`config.mk`:
```
export PLATFORM = sky130hd
export DESIGN_NAME = snd_top
export DESIGN_NICKNAME = d
export VERILOG_FILES = /design/src/verilog/snd_pkg.sv /design/src/verilog/snd_mixer.sv /design/src/verilog/snd_regs.sv /design/src/verilog/snd_top.sv /design/src/verilog/square_voice.sv
export SDC_FILE = /design/constraint.sdc
export NUM_CORES = 1
export LEC_CHECK = 0
export ABC_AREA = 1
export BUFFER_PORTS_ARGS = -buffer_cell sky130_fd_sc_hd__buf_2
export CAP_MARGIN = 20
export CORE_MARGIN = 5
export CORE_UTILIZATION = 50
export CTS_BUF_LIST = sky130_fd_sc_hd__clkbuf_4 sky130_fd_sc_hd__clkbuf_8
export DETAILED_ROUTE_END_ITERATION = 8
export PLACE_DENSITY = 0.76
export SYNTH_ARGS = -nofsm -noshare
export SYNTH_HDL_FRONTEND = slang
export SYNTH_SLANG_ARGS = --single-unit
export TNS_END_PERCENT = 5
```
`constraint.sdc`:
```
create_clock -name clk -period 3.38 [get_ports clk]
set_input_delay 0 -clock clk [delete_from_list [all_inputs] [get_ports clk]]
set_output_delay 0 -clock clk [all_outputs]
set_load 0.05 [all_outputs]
```
`src/verilog/snd_pkg.sv`:
```
`default_nettype none

package snd_pkg;

	localparam int ADR_W  = 6;
	localparam int FREQ_W = 11;

	// register offsets inside the sound block
	localparam logic [ADR_W-1:0] ADR_NR11 = 6'h11;
	localparam logic [ADR_W-1:0] ADR_NR12 = 6'h12;
	localparam logic [ADR_W-1:0] ADR_NR13 = 6'h13;
	localparam logic [ADR_W-1:0] ADR_NR14 = 6'h14;
	localparam logic [ADR_W-1:0] ADR_NR21 = 6'h16;
	localparam logic [ADR_W-1:0] ADR_NR22 = 6'h17;
	localparam logic [ADR_W-1:0] ADR_NR23 = 6'h18;
	localparam logic [ADR_W-1:0] ADR_NR24 = 6'h19;
	localparam logic [ADR_W-1:0] ADR_NR50 = 6'h24;
	localparam logic [ADR_W-1:0] ADR_NR51 = 6'h25;
	localparam logic [ADR_W-1:0] ADR_NR52 = 6'h26;

	typedef logic [3:0] level_t;
	typedef logic [4:0] mix_t;

	// length counter expires one tick after reaching this
	localparam logic [6:0] LEN_LIMIT = 7'd64;

	localparam level_t LEVEL_MID = 4'd8;
	localparam mix_t   MIX_IDLE  = 5'd16;

	// first high duty step for each duty field value
	localparam logic [3:0][2:0] DUTY_THRESH = {3'd6, 3'd4, 3'd2, 3'd1};

	// per voice settings from NR11..NR14 or NR21..NR24
	typedef struct packed {
		logic [1:0]        duty;
		logic [5:0]        len;
		logic [3:0]        vol_init;
		logic              vol_inc;
		logic [2:0]        vol_time;
		logic [FREQ_W-1:0] freq;
		logic              cntlen;
	} voice_cfg_t;

	// NR51 bits of the two square voices
	typedef struct packed {
		logic v1_so1;
		logic v2_so1;
		logic v1_so2;
		logic v2_so2;
	} route_t;

	typedef struct packed {
		logic   ena;
		level_t level;
	} voice_out_t;

endpackage

`default_nettype wire

```
`src/verilog/snd_mixer.sv`:
```
`default_nettype none

module snd_mixer import snd_pkg::*; (
	input  wire             clk,
	input  wire             reset,
	input  wire             master_ena,
	input  wire route_t     route,
	input  wire voice_out_t v1_out,
	input  wire voice_out_t v2_out,
	output mix_t            so1_level,
	output mix_t            so2_level
);

	mix_t so1_sum;
	mix_t so2_sum;

	// unrouted voice contributes the silent mid level
	function automatic mix_t pick(logic sel, level_t level);
		if (sel)
			return {1'b0, level};
		else
			return {1'b0, LEVEL_MID};
	endfunction

	always_comb begin
		so1_sum = pick(route.v1_so1, v1_out.level) + pick(route.v2_so1, v2_out.level);
		so2_sum = pick(route.v1_so2, v1_out.level) + pick(route.v2_so2, v2_out.level);
	end

	// both sides settle to idle while powered down
	always_ff @(posedge clk) begin
		if (reset || !master_ena) begin
			so1_level <= MIX_IDLE;
			so2_level <= MIX_IDLE;
		end else begin
			so1_level <= so1_sum;
			so2_level <= so2_sum;
		end
	end

	a_so1_idle: assert property (
		@(posedge clk) disable iff (reset)
		!route.v1_so1 && !route.v2_so1 |=> so1_level == MIX_IDLE
	);
	a_so2_idle: assert property (
		@(posedge clk) disable iff (reset)
		!route.v1_so2 && !route.v2_so2 |=> so2_level == MIX_IDLE
	);

endmodule

`default_nettype wire

```
`src/verilog/snd_regs.sv`:
```
`default_nettype none

module snd_regs import snd_pkg::*; (
	input  wire              clk,
	input  wire              reset,
	input  wire [ADR_W-1:0]  adr,
	input  wire [7:0]        din,
	input  wire              read,
	input  wire              write,
	input  wire              v1_ena,
	input  wire              v2_ena,
	output logic [7:0]       dout,
	output logic             master_ena,
	output voice_cfg_t       v1_cfg,
	output voice_cfg_t       v2_cfg,
	output logic             v1_trigger,
	output logic             v2_trigger,
	output route_t           route
);

	logic             pwrite;
	logic             wr_strobe;
	logic [ADR_W-1:0] v1_off;
	logic [ADR_W-1:0] v2_off;
	logic [7:0]       nr50;
	logic [7:0]       rd_data;

	// update one voice's config from a write at offset idx (0 = NRx1)
	function automatic voice_cfg_t cfg_write(voice_cfg_t c, logic [1:0] idx, logic [7:0] d);
		voice_cfg_t r;
		r = c;
		case (idx)
			2'd0: {r.duty, r.len} = d;
			2'd1: {r.vol_init, r.vol_inc, r.vol_time} = d;
			2'd2: r.freq[7:0] = d;
			2'd3: {r.cntlen, r.freq[FREQ_W-1:8]} = {d[6], d[2:0]};
		endcase
		return r;
	endfunction

	// power off wipes everything but the length fields
	function automatic voice_cfg_t keep_len(voice_cfg_t c);
		voice_cfg_t r;
		r = '0;
		r.len = c.len;
		return r;
	endfunction

	// write lands in the cycle after the falling edge of write
	assign wr_strobe = pwrite && !write;

	assign v1_off = adr - ADR_NR11;
	assign v2_off = adr - ADR_NR21;

	always_ff @(posedge clk) begin
		pwrite     <= write;
		v1_trigger <= 1'b0;
		v2_trigger <= 1'b0;

		if (reset) begin
			pwrite     <= 1'b0;
			master_ena <= 1'b0;
			v1_cfg     <= '0;
			v2_cfg     <= '0;
			nr50       <= '0;
			route      <= '0;
		end else if (!master_ena) begin
			v1_cfg <= keep_len(v1_cfg);
			v2_cfg <= keep_len(v2_cfg);
			nr50   <= '0;
			route  <= '0;

			// only a power on through NR52 gets through
			if (wr_strobe && adr == ADR_NR52 && din[7])
				master_ena <= 1'b1;
		end else if (wr_strobe) begin
			if (v1_off[ADR_W-1:2] == '0)
				v1_cfg <= cfg_write(v1_cfg, v1_off[1:0], din);
			if (v2_off[ADR_W-1:2] == '0)
				v2_cfg <= cfg_write(v2_cfg, v2_off[1:0], din);

			v1_trigger <= adr == ADR_NR14 && din[7];
			v2_trigger <= adr == ADR_NR24 && din[7];

			case (adr)
				ADR_NR50: nr50 <= din;
				ADR_NR51: begin
					route <= '{
						v1_so1: din[0],
						v2_so1: din[1],
						v1_so2: din[4],
						v2_so2: din[5]
					};
				end
				ADR_NR52: master_ena <= din[7];
				default: ;
			endcase
		end
	end

	// write-only bits read back as ones
	always_comb begin
		case (adr)
			ADR_NR11: rd_data = {v1_cfg.duty, 6'h3f};
			ADR_NR12: rd_data = {v1_cfg.vol_init, v1_cfg.vol_inc, v1_cfg.vol_time};
			ADR_NR14: rd_data = {1'b1, v1_cfg.cntlen, 6'h3f};
			ADR_NR21: rd_data = {v2_cfg.duty, 6'h3f};
			ADR_NR22: rd_data = {v2_cfg.vol_init, v2_cfg.vol_inc, v2_cfg.vol_time};
			ADR_NR24: rd_data = {1'b1, v2_cfg.cntlen, 6'h3f};
			ADR_NR50: rd_data = nr50;
			ADR_NR51: rd_data = {2'b11, route.v2_so2, route.v1_so2, 2'b11, route.v2_so1, route.v1_so1};
			// voices 3 and 4 are not present
			ADR_NR52: rd_data = {master_ena, 3'b111, 2'b00, v2_ena, v1_ena};
			default:  rd_data = 8'hff;
		endcase
	end

	always_ff @(posedge clk) begin
		if (read)
			dout <= rd_data;
	end

	// triggers are single-cycle pulses
	a_v1_trigger_pulse: assert property (
		@(posedge clk) disable iff (reset) v1_trigger |=> !v1_trigger
	);
	a_v2_trigger_pulse: assert property (
		@(posedge clk) disable iff (reset) v2_trigger |=> !v2_trigger
	);

endmodule

`default_nettype wire

```
`src/verilog/snd_top.sv`:
```
`default_nettype none

module snd_top import snd_pkg::*; (
	input  wire             clk,
	input  wire             reset,
	input  wire [ADR_W-1:0] adr,
	input  wire [7:0]       din,
	output logic [7:0]      dout,
	input  wire             read,
	input  wire             write,
	input  wire [15:0]      div,
	output mix_t            so1_level,
	output mix_t            so2_level
);

	logic       master_ena;
	voice_cfg_t v1_cfg;
	voice_cfg_t v2_cfg;
	logic       v1_trigger;
	logic       v2_trigger;
	route_t     route;
	voice_out_t v1_out;
	voice_out_t v2_out;

	snd_regs u_regs (
		.clk        (clk),
		.reset      (reset),
		.adr        (adr),
		.din        (din),
		.read       (read),
		.write      (write),
		.v1_ena     (v1_out.ena),
		.v2_ena     (v2_out.ena),
		.dout       (dout),
		.master_ena (master_ena),
		.v1_cfg     (v1_cfg),
		.v2_cfg     (v2_cfg),
		.v1_trigger (v1_trigger),
		.v2_trigger (v2_trigger),
		.route      (route)
	);

	square_voice u_voice1 (
		.clk        (clk),
		.reset      (reset),
		.div        (div),
		.master_ena (master_ena),
		.cfg        (v1_cfg),
		.trigger    (v1_trigger),
		.vout       (v1_out)
	);

	square_voice u_voice2 (
		.clk        (clk),
		.reset      (reset),
		.div        (div),
		.master_ena (master_ena),
		.cfg        (v2_cfg),
		.trigger    (v2_trigger),
		.vout       (v2_out)
	);

	snd_mixer u_mixer (
		.clk        (clk),
		.reset      (reset),
		.master_ena (master_ena),
		.route      (route),
		.v1_out     (v1_out),
		.v2_out     (v2_out),
		.so1_level  (so1_level),
		.so2_level  (so2_level)
	);

endmodule

`default_nettype wire

```
`src/verilog/square_voice.sv`:
```
`default_nettype none

module square_voice import snd_pkg::*; (
	input  wire             clk,
	input  wire             reset,
	input  wire [15:0]      div,
	input  wire             master_ena,
	input  wire voice_cfg_t cfg,
	input  wire             trigger,
	output voice_out_t      vout
);

	logic              pdiv12;
	logic              freq_tick;
	logic              frame_tick;
	logic [2:0]        frame_step;
	logic              len_tick;
	logic              env_tick;

	logic              ena;
	logic [FREQ_W-1:0] freq_cnt;
	logic [2:0]        duty_step;
	logic [6:0]        len_cnt;
	logic [2:0]        env_cnt;
	level_t            vol;
	logic [4:0]        vol_up;
	logic              pulse;

	// frequency timebase runs on every fourth clock
	assign freq_tick = div[1:0] == 2'b00;

	// frame sequencer advances on the falling edge of div bit 12
	assign frame_tick = pdiv12 && !div[12];
	assign frame_step = div[15:13];

	// length on even steps and envelope on step 7 only
	assign len_tick = frame_tick && !frame_step[0];
	assign env_tick = frame_tick && frame_step == 3'd7;

	always_ff @(posedge clk) begin
		if (reset) begin
			pdiv12    <= 1'b0;
			ena       <= 1'b0;
			freq_cnt  <= '0;
			duty_step <= '0;
			len_cnt   <= '0;
			env_cnt   <= '0;
			vol       <= '0;
		end else begin
			pdiv12 <= div[12];

			if (trigger) begin
				freq_cnt  <= cfg.freq;
				duty_step <= '0;
				env_cnt   <= '0;
				len_cnt   <= {1'b0, cfg.len};
				vol       <= cfg.vol_init;
				ena       <= 1'b1;
			end else if (ena) begin
				if (freq_tick) begin
					// wrap reloads the period and moves to the next duty step
					if (&freq_cnt) begin
						freq_cnt  <= cfg.freq;
						duty_step <= duty_step + 3'd1;
					end else begin
						freq_cnt <= freq_cnt + 1'b1;
					end
				end

				if (len_tick && cfg.cntlen) begin
					if (len_cnt == LEN_LIMIT) begin
						len_cnt <= {1'b0, cfg.len};
						ena     <= 1'b0;
					end else begin
						len_cnt <= len_cnt + 7'd1;
					end
				end

				// vol_time of 0 freezes the envelope
				if (env_tick && cfg.vol_time != 3'd0) begin
					if (env_cnt == cfg.vol_time) begin
						env_cnt <= '0;
						if (cfg.vol_inc && vol != 4'hf)
							vol <= vol + 4'd1;
						else if (!cfg.vol_inc && vol != 4'h0)
							vol <= vol - 4'd1;
					end else begin
						env_cnt <= env_cnt + 3'd1;
					end
				end
			end

			if (!master_ena)
				ena <= 1'b0;
		end
	end

	// output swings around mid level and the low side rounds up
	always_comb begin
		vol_up   = {1'b0, vol} + 5'd1;
		pulse    = duty_step >= DUTY_THRESH[cfg.duty];
		vout.ena = ena;
		if (!ena)
			vout.level = LEVEL_MID;
		else if (pulse)
			vout.level = LEVEL_MID + {1'b0, vol[3:1]};
		else
			vout.level = LEVEL_MID - vol_up[4:1];
	end

	a_len_bound: assert property (
		@(posedge clk) disable iff (reset) len_cnt <= LEN_LIMIT
	);

endmodule

`default_nettype wire
```
=== Word level (Yosys, flattened, before mapping) ===
Index checks and enable logic that the tools add are counted.

* Bitwise logic cells: 2
* Equality and inequality tests: 22
* Reductions and logical operators: 74
* $add $sub $neg: 22
* Shifts and indexed selects: 0
* Muxes and demuxes: 55
* $mul: 0
* Div/mod/pow operators: 0
* Magnitude comparators: 4

{| class="wikitable"
|+ Operator list
! kind !! count
|-
| 11-bit 2-to-1 mux || 8
|-
| 4-bit 2-to-1 mux || 20
|-
| 8-bit case mux with 9 select lines || 1
|-
| 6-bit by 5-bit equality test with 1-bit output (second input constant) || 6
|-
| 6-bit 2-to-1 mux || 6
|-
| 13-bit AND reduction || 2
|-
| 3-bit AND reduction || 8
|-
| 11-bit by 1-bit adder with 11-bit output (second input constant) || 2
|-
| 11-bit AND reduction || 2
|-
| 2-bit AND reduction || 10
|-
| 2-bit nonzero test || 10
|-
| 6-bit equality test (second input constant) || 3
|-
| 1-bit logical AND || 16
|-
| 4-bit AND reduction || 4
|-
| 7-bit by 1-bit adder with 7-bit output (second input constant) || 2
|-
| 7-bit equality test (second input constant) || 2
|-
| 7-bit 2-to-1 mux || 2
|-
| 3-bit by 1-bit adder with 3-bit output (second input constant) || 4
|-
| 3-bit binary-select mux with 2-bit select || 2
|-
| 1-bit 2-to-1 mux || 12
|-
| 3-bit 2-to-1 mux || 4
|-
| 3-bit nonzero test || 4
|-
| 6-bit by 5-bit subtractor with 6-bit output (second input constant) || 2
|-
| 4-bit by 1-bit adder with 5-bit output (second input constant) || 2
|-
| 20 further kinds || 45
|}

* Latch bits: 0
* Memories kept: 0
* Flip-flop bits (word level): 149
* Output and inout port bits: 18
* Memory bits (writable): 0
* Memory bits (read-only): 0

=== Longest topological paths before layout ===
Gate-level depths: netlist (run 1).

* Depth in word-level cells: 8
* Depth in mapped cells: 14
* Depth with buffers taken out: 14

=== Modules after synthesis ===
Synthesis (run 1) repeated with hierarchy kept, for this count alone.

* Cell total of the unflattened synthesis: 1241
* Area, all modules: 8484.4 sq um

{| class="wikitable"
|+ Modules (own cells, without submodules)
! module !! area each (sq um) !! cells each !! seq. area each (sq um) !! instances
|-
| snd_regs || 3530.9 || 485 || 1681.6 || 1
|-
| square_voice (u_voice2) || 2168.3 || 336 || 600.6 || 1
|-
| square_voice (u_voice1) || 2143.3 || 327 || 600.6 || 1
|-
| snd_mixer || 641.9 || 93 || 200.2 || 1
|}

=== Worst setup path before layout (run 1) ===
Ideal clock, no wire load.

* Path kind: reg2reg
* Start: register u_regs.v1_cfg[27] (netlist name)
* End: register u_mixer.so1_level[4]
* Buffers on the path: 0
* Stages on the path, launching flop included: 13
* Arrival: 2.207 ns
* Setup slack: 1.115 ns
* Library setup time: 0.058 ns
* Period minus slack after synthesis: 2.265 ns
* Cell sequence: dfxtp_1 inv_1 ha_1 a21oi_1 o211ai_1 a21oi_1 o21ai_0 nor2_1 ha_1 inv_1 fa_1 o21ai_0 a211o_1

* Cells in the longest elaborated chain, start to end: 7

{| class="wikitable"
|+ Ends and longest elaborated chain
! what !! line !! text
|-
| 3-bit binary-select mux with 2-bit select || square_voice.sv:101 || <nowiki>pulse = duty_step >= DUTY_THRESH[cfg.duty];</nowiki>
|-
| 3-bit 2-to-1 mux (not written as such) || square_voice.sv:101 ||
|-
| 3-bit >= comparator || square_voice.sv:101 ||
|-
| 4-bit 2-to-1 mux || square_voice.sv:105 || <nowiki>else if (pulse)</nowiki>
|-
| 4-bit 2-to-1 mux || square_voice.sv:103 || <nowiki>if (!ena)</nowiki>
|-
| 4-bit 2-to-1 mux || snd_mixer.sv:19 || <nowiki>if (sel)</nowiki>
|-
| 4-bit by 4-bit adder with 5-bit output || snd_mixer.sv:26 || <nowiki>so1_sum = pick(route.v1_so1, v1_out.level) + pick(route.v2_so1, v2_out.level);</nowiki>
|-
| end signal, assigned || snd_mixer.sv:36 || <nowiki>so1_level <= so1_sum;</nowiki>
|-
| end, declared || snd_mixer.sv:10 || <nowiki>output mix_t so1_level,</nowiki>
|}

No other way between the ends. The select of a mux whose other input is x is not followed.
A chain may end at the register's enable or synchronous reset.

=== Final worst setup path (run 1) ===
* Start: register u_regs.v1_cfg[27] (netlist name)
* End: register u_mixer.so2_level[4]

* Cells in the longest elaborated chain, start to end: 7

{| class="wikitable"
|+ Ends and longest elaborated chain
! what !! line !! text
|-
| 3-bit binary-select mux with 2-bit select || square_voice.sv:101 ||
|-
| 3-bit 2-to-1 mux (not written as such) || square_voice.sv:101 ||
|-
| 3-bit >= comparator || square_voice.sv:101 ||
|-
| 4-bit 2-to-1 mux || square_voice.sv:105 ||
|-
| 4-bit 2-to-1 mux || square_voice.sv:103 ||
|-
| 4-bit 2-to-1 mux || snd_mixer.sv:19 ||
|-
| 4-bit by 4-bit adder with 5-bit output || snd_mixer.sv:27 || <nowiki>so2_sum = pick(route.v1_so2, v1_out.level) + pick(route.v2_so2, v2_out.level);</nowiki>
|-
| end signal, assigned || snd_mixer.sv:37 || <nowiki>so2_level <= so2_sum;</nowiki>
|-
| end, declared || snd_mixer.sv:11 || <nowiki>output mix_t so2_level</nowiki>
|}

No other way between the ends. The select of a mux whose other input is x is not followed.

==> impl_metrics.toml, run 1 <==
[synthesis]
synth_edf_count = 8
async_flop_share = 0
ys_ff_latch = 149
yosysTopAreaCell = "dfxtp_1"
synth-main-ff-cell = "dfxtp_1"
seq_area_frac_synth = 0.363
synth_top_area_frac = 0.334
synth.top_cells.by_area = "dfxtp_1 (33%), nand2_1 (13%), nor2_1 (8.0%)"
synth.distinct_cells = 41
netlist_area_mm2 = 0.00844
syn_nets = 1348
yosys_warnings = 0
synth_cells = 1273
syn_area_per_cell_um2 = 6.63

[layout]
area_delta_synth_final_pct = 11.6
instances_no_fill = 1549
final_area_mm2 = 0.00942
fin_nets = 1391
drive_above_1_share = 0.0730
mostFrequentLayoutCell = "nand2_1"
diodes = 0
layout_common_cells = "nand2_1 (297), nor2_1 (178), inv_1 (172)"

[floorplan]
start_util = 0.509
coreArea_mm2 = 0.0166
die_area_mm2 = 0.0196
die_w_um = 140
pin_count = 52
rows = 47
die_h_um = 140

[pwr]
peakVddDrop_mv = 0.340
power_mw = 3.70
cellLeakagePower_nw = 4.16
powerDensity_mw_per_mm2 = 392

[critical_path]
arrival_ns = 3.12
startpoint_type = "flip-flop"
cp_max_fo = 7
end_kind = "flip-flop"
crit_required_ns = 3.79
path_class = "reg -> reg"

[outcome]
violations = "DRC"
status = "finished, violations left"

[clock_tree]
cts.clk_slew.worst_paths_ns = 0.08
htree_levels = 4
root_buffer = "clkbuf_8"
numClockSinks = 149
clk_path_buf_depth = 2
numCtsBuffers = 17
insertion_delay_ns = 0.46
cts_tree = "done"
cts-resized-gates = 0

[worst_hold_path]
hold_class = "in -> reg"

[place]
post_dp_cell_area_mm2 = 0.00877
io_buffers = 41
dp_hpwl_um = 15700
pre_cts_slack_ns = 0.778
placed_cells = 1502
gp_congestion = 0.964

[route]
vias = 8223
wire_per_inst_um = 14.3
routed_wl_um = 22100
firstDrtPassIters = 7
drc = 2
drt_first_iter_violations = 711
via_per_inst = 5.31
ant_nets = 0

[grt]
track_usage = 0.228
grt_max_degree = 42
antenna_found_initial = 0
grt_pass1_wl_um = 36800
overflow = 0
grt_pass1_vias = 7633

[timing]
setup-violations-final = 0
period_share = 0.802
fin_crit_ns = 2.71
layout_setup_ws_ns = 0.670
max_slew_margin = 0.402
final_max_slew_viol_count = 0
rsz0062_at_grt = "false"
clock_skew_ns = 0.0105
fin_tns_setup_ns = 0
finalHoldViolCount = 0
max_freq_mhz = 369
worst_slew_pin_slew_ns = 0.893

[flow_run]
maxCapViolations = 0
==> cells by family (layout without fill, tap and decap cells) <==
| logic type | after synthesis | count (layout) | share of synthesized area |
|---|---|---|---|
| flip-flops | 149 | 149 | 0.363 |
| AND/OR/NAND/NOR | 659 | 659 | 0.332 |
| adder cells (fa/ha/maj) | 41 | 41 | 0.0643 |
| XOR/XNOR | 21 | 21 | 0.0218 |
| AO/OA/AOI/OAI | 188 | 188 | 0.117 |
| buffers and inverters | 215 | 271 | 0.102 |
==> critical path, stage by stage, from the launching register on <==
cell      delay, ns
dfxtp_1        0.36
inv_1          0.08
ha_1           0.32
a21oi_1        0.14
o211ai_1       0.27
a21oi_1        0.24
o21ai_0        0.16
nor2_1         0.14
ha_1           0.18
inv_1          0.06
fa_1           0.40
o21ai_0        0.19
a211o_1        0.14
==> path summary, 6_finish.rpt <==
check | endpoint | slack [ns] | from | cells past startpoint
worst max register to register | u_mixer.so2_level[4] | 0.67 | u_regs.v1_cfg[27] | 12
worst min-delay path | u_regs.master_ena | 0.05 | adr[5] | 5
worst max-delay path | u_mixer.so2_level[4] | 0.67 | u_regs.v1_cfg[27] | 12
worst min register to register | u_voice2.len_cnt[6] | 0.46 | u_voice2.len_cnt[6] | 1
==> metal layers <==
layer	wire length, um	global-route usage	up-vias
met4	453	0.0760	0
met5	0	0	-
met2	10100	0.365	262
met1	9960	0.307	3746
met3	1550	0.0491	34
li1	-	-	4181
==> registers in the layout (all words and copies together) (netlist names), 4 cells and up <==
name / count
u_voice1.vol: 4
u_voice2.freq_cnt: 11
u_regs.nr50: 8
u_regs.dout: 8
u_regs.v2_cfg: 28
u_mixer.so1_level: 5
u_regs.v1_cfg: 28
u_voice1.freq_cnt: 11
u_voice1.len_cnt: 7
u_voice2.vol: 4
u_regs.route: 4
u_voice2.len_cnt: 7
u_mixer.so2_level: 5
==> power breakdown <==
| part | leakage (nW) | switching (mW) | internal, mW |
|---|---|---|---|
| sequential | 1.22 | 0.00214 | 1.78 |
| clock | 0.242 | 0.698 | 1.03 |
| combinational | 2.70 | 0.138 | 0.0474 |
| total | 4.16 | 0.838 | 2.86 |
==> stage by stage <==
stage	util	hold slack, ns
3_5_place_dp	0.529	0.233
2_1_floorplan	-	0.107
5_1_grt	0.568	0.0521
4_1_cts	0.568	0.0110
6_report	0.568	0.0457
3_3_place_gp	0.529	0.220
==> Yosys cell counts (3+ instances only) <==
| cell | n |
|---|---|
| buf_4 | 3 |
| nand4_1 | 26 |
| nand3b_1 | 7 |
| o21ai_0 | 76 |
| nor2_1 | 179 |
| dfxtp_1 | 141 |
| inv_1 | 172 |
| inv_2 | 3 |
| clkbuf_1 | 15 |
| a21oi_1 | 93 |
| xnor2_1 | 7 |
| nand3_1 | 124 |
| o211ai_1 | 5 |
| fa_1 | 4 |
| ha_1 | 37 |
| xor2_1 | 14 |
| nor3_1 | 9 |
| nand2_1 | 297 |
| o22ai_1 | 4 |
| edfxtp_1 | 8 |
| buf_2 | 15 |
| or2_2 | 6 |
==> repair_timing <==
| action | 4_1_cts | 5_1_grt |
|---|---|---|
| buffers inserted | 0 | 0 |
| hold buffers | 15 | 0 |
| endpoints found under the hold margin | 74 | 0 |
==> layout make-up <==
cell class / count / area, um^2
clock inverter: 14 / 256
fill: 1590 / 7160
sequential: 149 / 3060
timing repair buffer: 62 / 400
multi-input combinational: 909 / 4520
clock buffer: 18 / 241
tap: 220 / 275
inverter: 177 / 664
Power figures use the tool's default switching activity.
==> inputs of run 2 (changes only) <==
clock period = 2.8 ns   (was 3.38 ns; I/O delays follow)
==> run 2 against run 1 <==
The run now ends clean. Power is 15% higher. Sequential cell count stayed put. Clock skew is 0.0013 ns lower. Highest routed layer unchanged. Combinational power is 21% higher. Sequential power is 21% higher. Worst hold slack worse by 0.023 ns. Via count is 0.23% lower. Critical path depth is 1 lower. Non-clock buffer count is 8 higher. Routed wire length is 2.0% lower. Clock-buffer cell count is 4 higher. Final cell count is 0.52% higher.
==> impl_metrics.toml, run 2 (synthesis gave the netlist of run 1 again) <==
[outcome]
status = "completed"

[floorplan]
die_area_mm2 = 0.0196
coreArea_mm2 = 0.0166
pin_count = 52
start_util = 0.509
rows = 47
die_w_um = 140
die_h_um = 140

[clock_tree]
numCtsBuffers = 17
clk_path_buf_depth = 2
root_buffer = "clkbuf_8"
cts_tree = "done"
htree_levels = 4
cts.clk_slew.worst_paths_ns = 0.08
numClockSinks = 149
insertion_delay_ns = 0.47

[route]
drc = 0
vias = 8204
via_per_inst = 5.27
firstDrtPassIters = 5
routed_wl_um = 21700
ant_nets = 0
wire_per_inst_um = 13.9
drt_first_iter_violations = 699

[layout]
layout_common_cells = "nand2_1 (297), nor2_1 (178), inv_1 (172)"
area_delta_synth_final_pct = 11.6
mostFrequentLayoutCell = "nand2_1"
diodes = 0
top_regs = "u_regs.v1_cfg (28), u_regs.v2_cfg (28)"
final_area_mm2 = 0.00942
fin_nets = 1399
drive_above_1_share = 0.0793
fillers = 1635

[pwr]
cellLeakagePower_nw = 4.19
switching_share = 0.234
intPower_mw = 3.25
pwr-share-seq = 0.508
powerDensity_mw_per_mm2 = 450
peakVddDrop_mv = 0.304
pwr-share-clk = 0.440
p_switching_uw = 991
combPwrFrac = 0.053

[critical_path]
cp_max_fo = 6
path_class = "reg -> reg"
end_kind = "flip-flop"
arrival_ns = 3.00
crit_required_ns = 3.22
startpoint_type = "flip-flop"

[timing]
period_share = 0.922
setup-violations-final = 0
fin_crit_ns = 2.58
worst_slew_pin_slew_ns = 0.873
max_freq_mhz = 387
final_max_slew_viol_count = 0
clock_skew_ns = 0.00915
max_slew_margin = 0.413
holdWs_ns = 0.0223
finalHoldViolCount = 0

[grt]
antenna_found_initial = 0
overflow = 0
track_usage = 0.222
grt_max_degree = 47
grt_pass1_wl_um = 35700
grt_pass1_vias = 7386

[place]
io_buffers = 41
post_dp_cell_area_mm2 = 0.00882
dp_hpwl_um = 15700
gp_congestion = 0.981

[worst_hold_path]
hold_class = "in -> reg"

[flow_run]
maxCapViolations = 0
run 2: cell count changes in the layout (fill, tap and decap cells not counted), sizes merged:
cell,change
clkinvlp,-2
clkinv,+1
buf,+8
bufinv,-3
clkbuf,+4
run 2: worst paths after layout:
check,slack [ns],start,end,cells after the start
hold / removal,0.02,adr[5],u_regs.master_ena,5
setup / recovery,0.22,u_regs.v1_cfg[27],u_mixer.so1_level[4],11
setup reg to reg,0.22,u_regs.v1_cfg[27],u_mixer.so1_level[4],11
hold reg to reg,0.46,u_voice2.len_cnt[6],u_voice2.len_cnt[6],1
run 2: final cells by class:
type                            instances  area, um^2  share of cell area
Sequential cell                       149        3060               0.325
Clock buffer                           22         284              0.0301
Multi-Input combinational cell        909        4520               0.480
Clock inverter                         10         153              0.0162
Inverter                              177         664              0.0705
Tap cell                              220         275              0.0292
Timing Repair Buffer                   70         460              0.0489
run 2: power by group through the flow:
stage | clock (mW) | sequential [mW] | combinational, mW
after global placement | 0 | 2.20 | 0.203
after floorplan | 0 | 2.24 | 0.0859
after detailed placement | 0 | 2.20 | 0.204
after global routing | 1.97 | 2.15 | 0.238
final | 1.86 | 2.15 | 0.223
after CTS | 1.89 | 2.15 | 0.221
run 2: critical path, stage by stage, from the launching register on:
cell      delay, ns
dfxtp_1        0.35
inv_1          0.07
ha_1           0.31
nand2_1        0.06
o211ai_1       0.43
buf_4          0.21
o211ai_1       0.10
nor2_1         0.16
inv_1          0.08
fa_1           0.45
o21ai_0        0.18
a211o_1        0.14
run 2: timing repair:
item	in CTS	in global routing
hold buffers	15	0
setup endpoints to repair	0	3
buffers inserted	0	2
endpoints found under the hold margin	79	0
gates resized for setup	0	3
run 2: per-layer routing:
metal	routed length, um	vias to the layer above	GRT usage
met4	468	0	0.0806
li1	-	4202	-
met1	10200	3733	0.307
met2	9710	232	0.352
met5	0	-	0
met3	1280	37	0.0361
run 2: through the flow:
stage | std cells | setup TNS [ns] | setup slack [ns] | util | total power, mW
after global placement | 1508 | 0 | 0.263 | 0.532 | 2.40
after floorplan | 1273 | 0 | 0.535 | - | 2.32
after global routing | 1557 | -0.0531 | -0.0301 | 0.568 | 4.36
final | 1557 | 0 | 0.218 | 0.568 | 4.24
after detailed placement | 1508 | 0 | 0.177 | 0.532 | 2.41
after CTS | 1555 | 0 | 0.151 | 0.567 | 4.26
==> inputs of run 3 (changes only) <==
BUFFER_PORTS_ARGS = unset   (was -buffer_cell sky130_fd_sc_hd__buf_2)
CAP_MARGIN = unset   (was 20)
DONT_BUFFER_PORTS = 1   (was unset)
PLACE_DENSITY = 0.73   (was 0.76)
clock period = 3.4 ns   (was 2.8 ns; I/O delays follow)
==> run 3 against run 2 <==
Worst setup slack better by 0.54 ns. Clock-buffer cell count down 1. Utilization decreased by 1.2 points. Largest cell class unchanged. Final cell count shrank 2.6%. Die area unchanged. Clock power fell by 19%. Clock skew up 0.0049 ns. Sequential cell count unchanged. Routed wire length increased by 1.7%.
==> impl_metrics.toml, run 3 (synthesis gave the netlist of run 1 again) <==
[critical_path]
rr_worst_depth = 12
end_kind = "flip-flop"
crit_chain = "inv_1 -> ha_1 -> a21oi_1 -> nand3_1 -> a21oi_1 -> o21ai_0 -> nor2_1 -> ha_1 -> inv_1 -> fa_1 -> o21ai_0 -> a211o_1"
arrival_ns = 3.06
slowest_delay_ns = 0.40
slowest_stage = "fa_1"
r2r-start = "u_regs.v2_cfg[27]"
worst_r2r_endpoint = "u_mixer.so2_level[4]"
cp_max_fo = 7
crit_family = "adder cells"
crit_required_ns = 3.82
rrSetupSlack_ns = 0.76
startpoint_type = "flip-flop"
crit_buf_inv = 2
path_class = "reg -> reg"

[route]
drt_first_iter_violations = 661
via_per_inst = 5.36
drc = 0
firstDrtPassIters = 6
routed_wl_um = 22100
vias = 8122
ant_nets = 0
wire_per_inst_um = 14.5

[pwr]
switching_share = 0.244
pwr-share-clk = 0.435
p_switching_uw = 837
combPwrFrac = 0.040
powerDensity_mw_per_mm2 = 373
cellLeakagePower_nw = 3.98
intPower_mw = 2.60
peakVddDrop_mv = 0.281
pwr-share-seq = 0.524
power_mw = 3.44

[floorplan]
die_h_um = 140
rows = 47
pin_count = 52
die_w_um = 140
coreArea_mm2 = 0.0166
start_util = 0.509
die_area_mm2 = 0.0196

[layout]
drive_above_1_share = 0.0432
fillers = 1639
mostFrequentLayoutCell = "nand2_1"
layout_common_cells = "nand2_1 (297), nor2_1 (178), inv_1 (172)"
area_delta_synth_final_pct = 9.24
top_regs = "u_regs.v1_cfg (28), u_regs.v2_cfg (28)"
instances_no_fill = 1516
seqCellArea_mm2 = 0.00306
fin_nets = 1357
multi_input_area_mm2 = 0.00452

[timing]
final_max_slew_viol_count = 0
worst_slew_pin_slew_ns = 0.921
fin_crit_ns = 2.64
fin_tns_setup_ns = 0
setup-violations-final = 0
period_share = 0.777
max_freq_mhz = 379
max_slew_margin = 0.384
rsz0062_at_grt = "false"
finalHoldViolCount = 0
clock_skew_ns = 0.0141

[place]
dp_hpwl_um = 15600
placed_cells = 1461
gp_congestion = 0.945
io_buffers = 0

[worst_hold_path]
min-delay-start = "div[1]"
hold_class = "in -> reg"
hold_depth = 5
min_to = "u_voice2.duty_step[2]"

[clock_tree]
hold_buffers = 22
cts-resized-gates = 0
root_buffer = "clkbuf_8"
cts_tree = "done"
numCtsBuffers = 17
numClockSinks = 149
cts.clk_slew.worst_paths_ns = 0.08
insertion_delay_ns = 0.47
htree_levels = 4
cts_setup_buffers = 0
clk_path_buf_depth = 2

[flow_run]
maxCapViolations = 0

[grt]
overflow = 0
grt_pass1_vias = 7136
track_usage = 0.225
grt_pass1_wl_um = 35900
grt_max_degree = 42
antenna_found_initial = 0

[outcome]
status = "completed"
## run 3: changes by cell type in the layout (fill, tap and decap cells not counted), sizes merged
| cell | before | now |
|---|---|---|
| buf | 55 | 6 |
| bufinv | 4 | 3 |
| clkbuf | 22 | 21 |
| clkinv | 7 | 5 |
| clkinvlp | 1 | 4 |
| diode | 0 | 1 |
| dlygate4sd3 | 15 | 22 |
| inv | 175 | 176 |
## run 3: layer usage
layer  vias up  wire length (um)  track usage
met4         0               598       0.0760
met1      3685              9980        0.316
met2       287              9670        0.345
met3        48              1800       0.0484
met5         -                 0            0
li1       4102                 -            -
## run 3: metrics by stage
stage                util  worst slack, ns  hold WS [ns]  area, um^2
floorplan               -             1.14         0.107        8440
global route        0.556            0.442       0.00574        9220
detailed placement  0.517            0.764        0.0778        8570
CTS                 0.556            0.740      0.000196        9220
finish              0.556            0.759        0.0227        9220
global placement    0.517            0.852        0.0749        8570
## run 3: worst max path at each step
stage / startpoint / end / slack, ns / cells after the start
2_1_floorplan: u_regs.v1_cfg[27] / u_mixer.so1_level[4] / 1.14 / 12
3_3_place_gp: u_regs.v1_cfg[27] / u_mixer.so1_level[4] / 0.85 / 11
3_5_place_dp: u_regs.v1_cfg[27] / u_mixer.so1_level[4] / 0.76 / 11
4_1_cts: u_regs.v1_cfg[27] / u_mixer.so1_level[4] / 0.74 / 11
5_1_grt: u_regs.v2_cfg[27] / u_mixer.so2_level[4] / 0.44 / 12
6_report: u_regs.v2_cfg[27] / u_mixer.so2_level[4] / 0.76 / 12
## run 3: layout make-up
class                   instances  share of cell area
multi-input cells             909               0.490
flip-flops and latches        149               0.332
inverters                     177              0.0721
clock buffers                  21              0.0307
well taps                     220              0.0299
repair buffers                 28              0.0288
clock inverters                11              0.0161
diodes                          1            0.000271
## run 3: power by group through the flow
stage	Sequential (mW)	Clock, mW	Combinational (mW)
after detailed placement	1.84	0	0.0840
after global placement	1.84	0	0.0827
after global routing	1.80	1.60	0.148
after floorplan	1.84	0	0.0707
after CTS	1.80	1.52	0.134
final	1.80	1.50	0.138
## run 3: worst min-delay path, stage by stage
cell	delay (ns)
nor2_1	0.10
nand4_1	0.11
nor2_1	0.09
nand3_1	0.09
a21oi_1	0.06
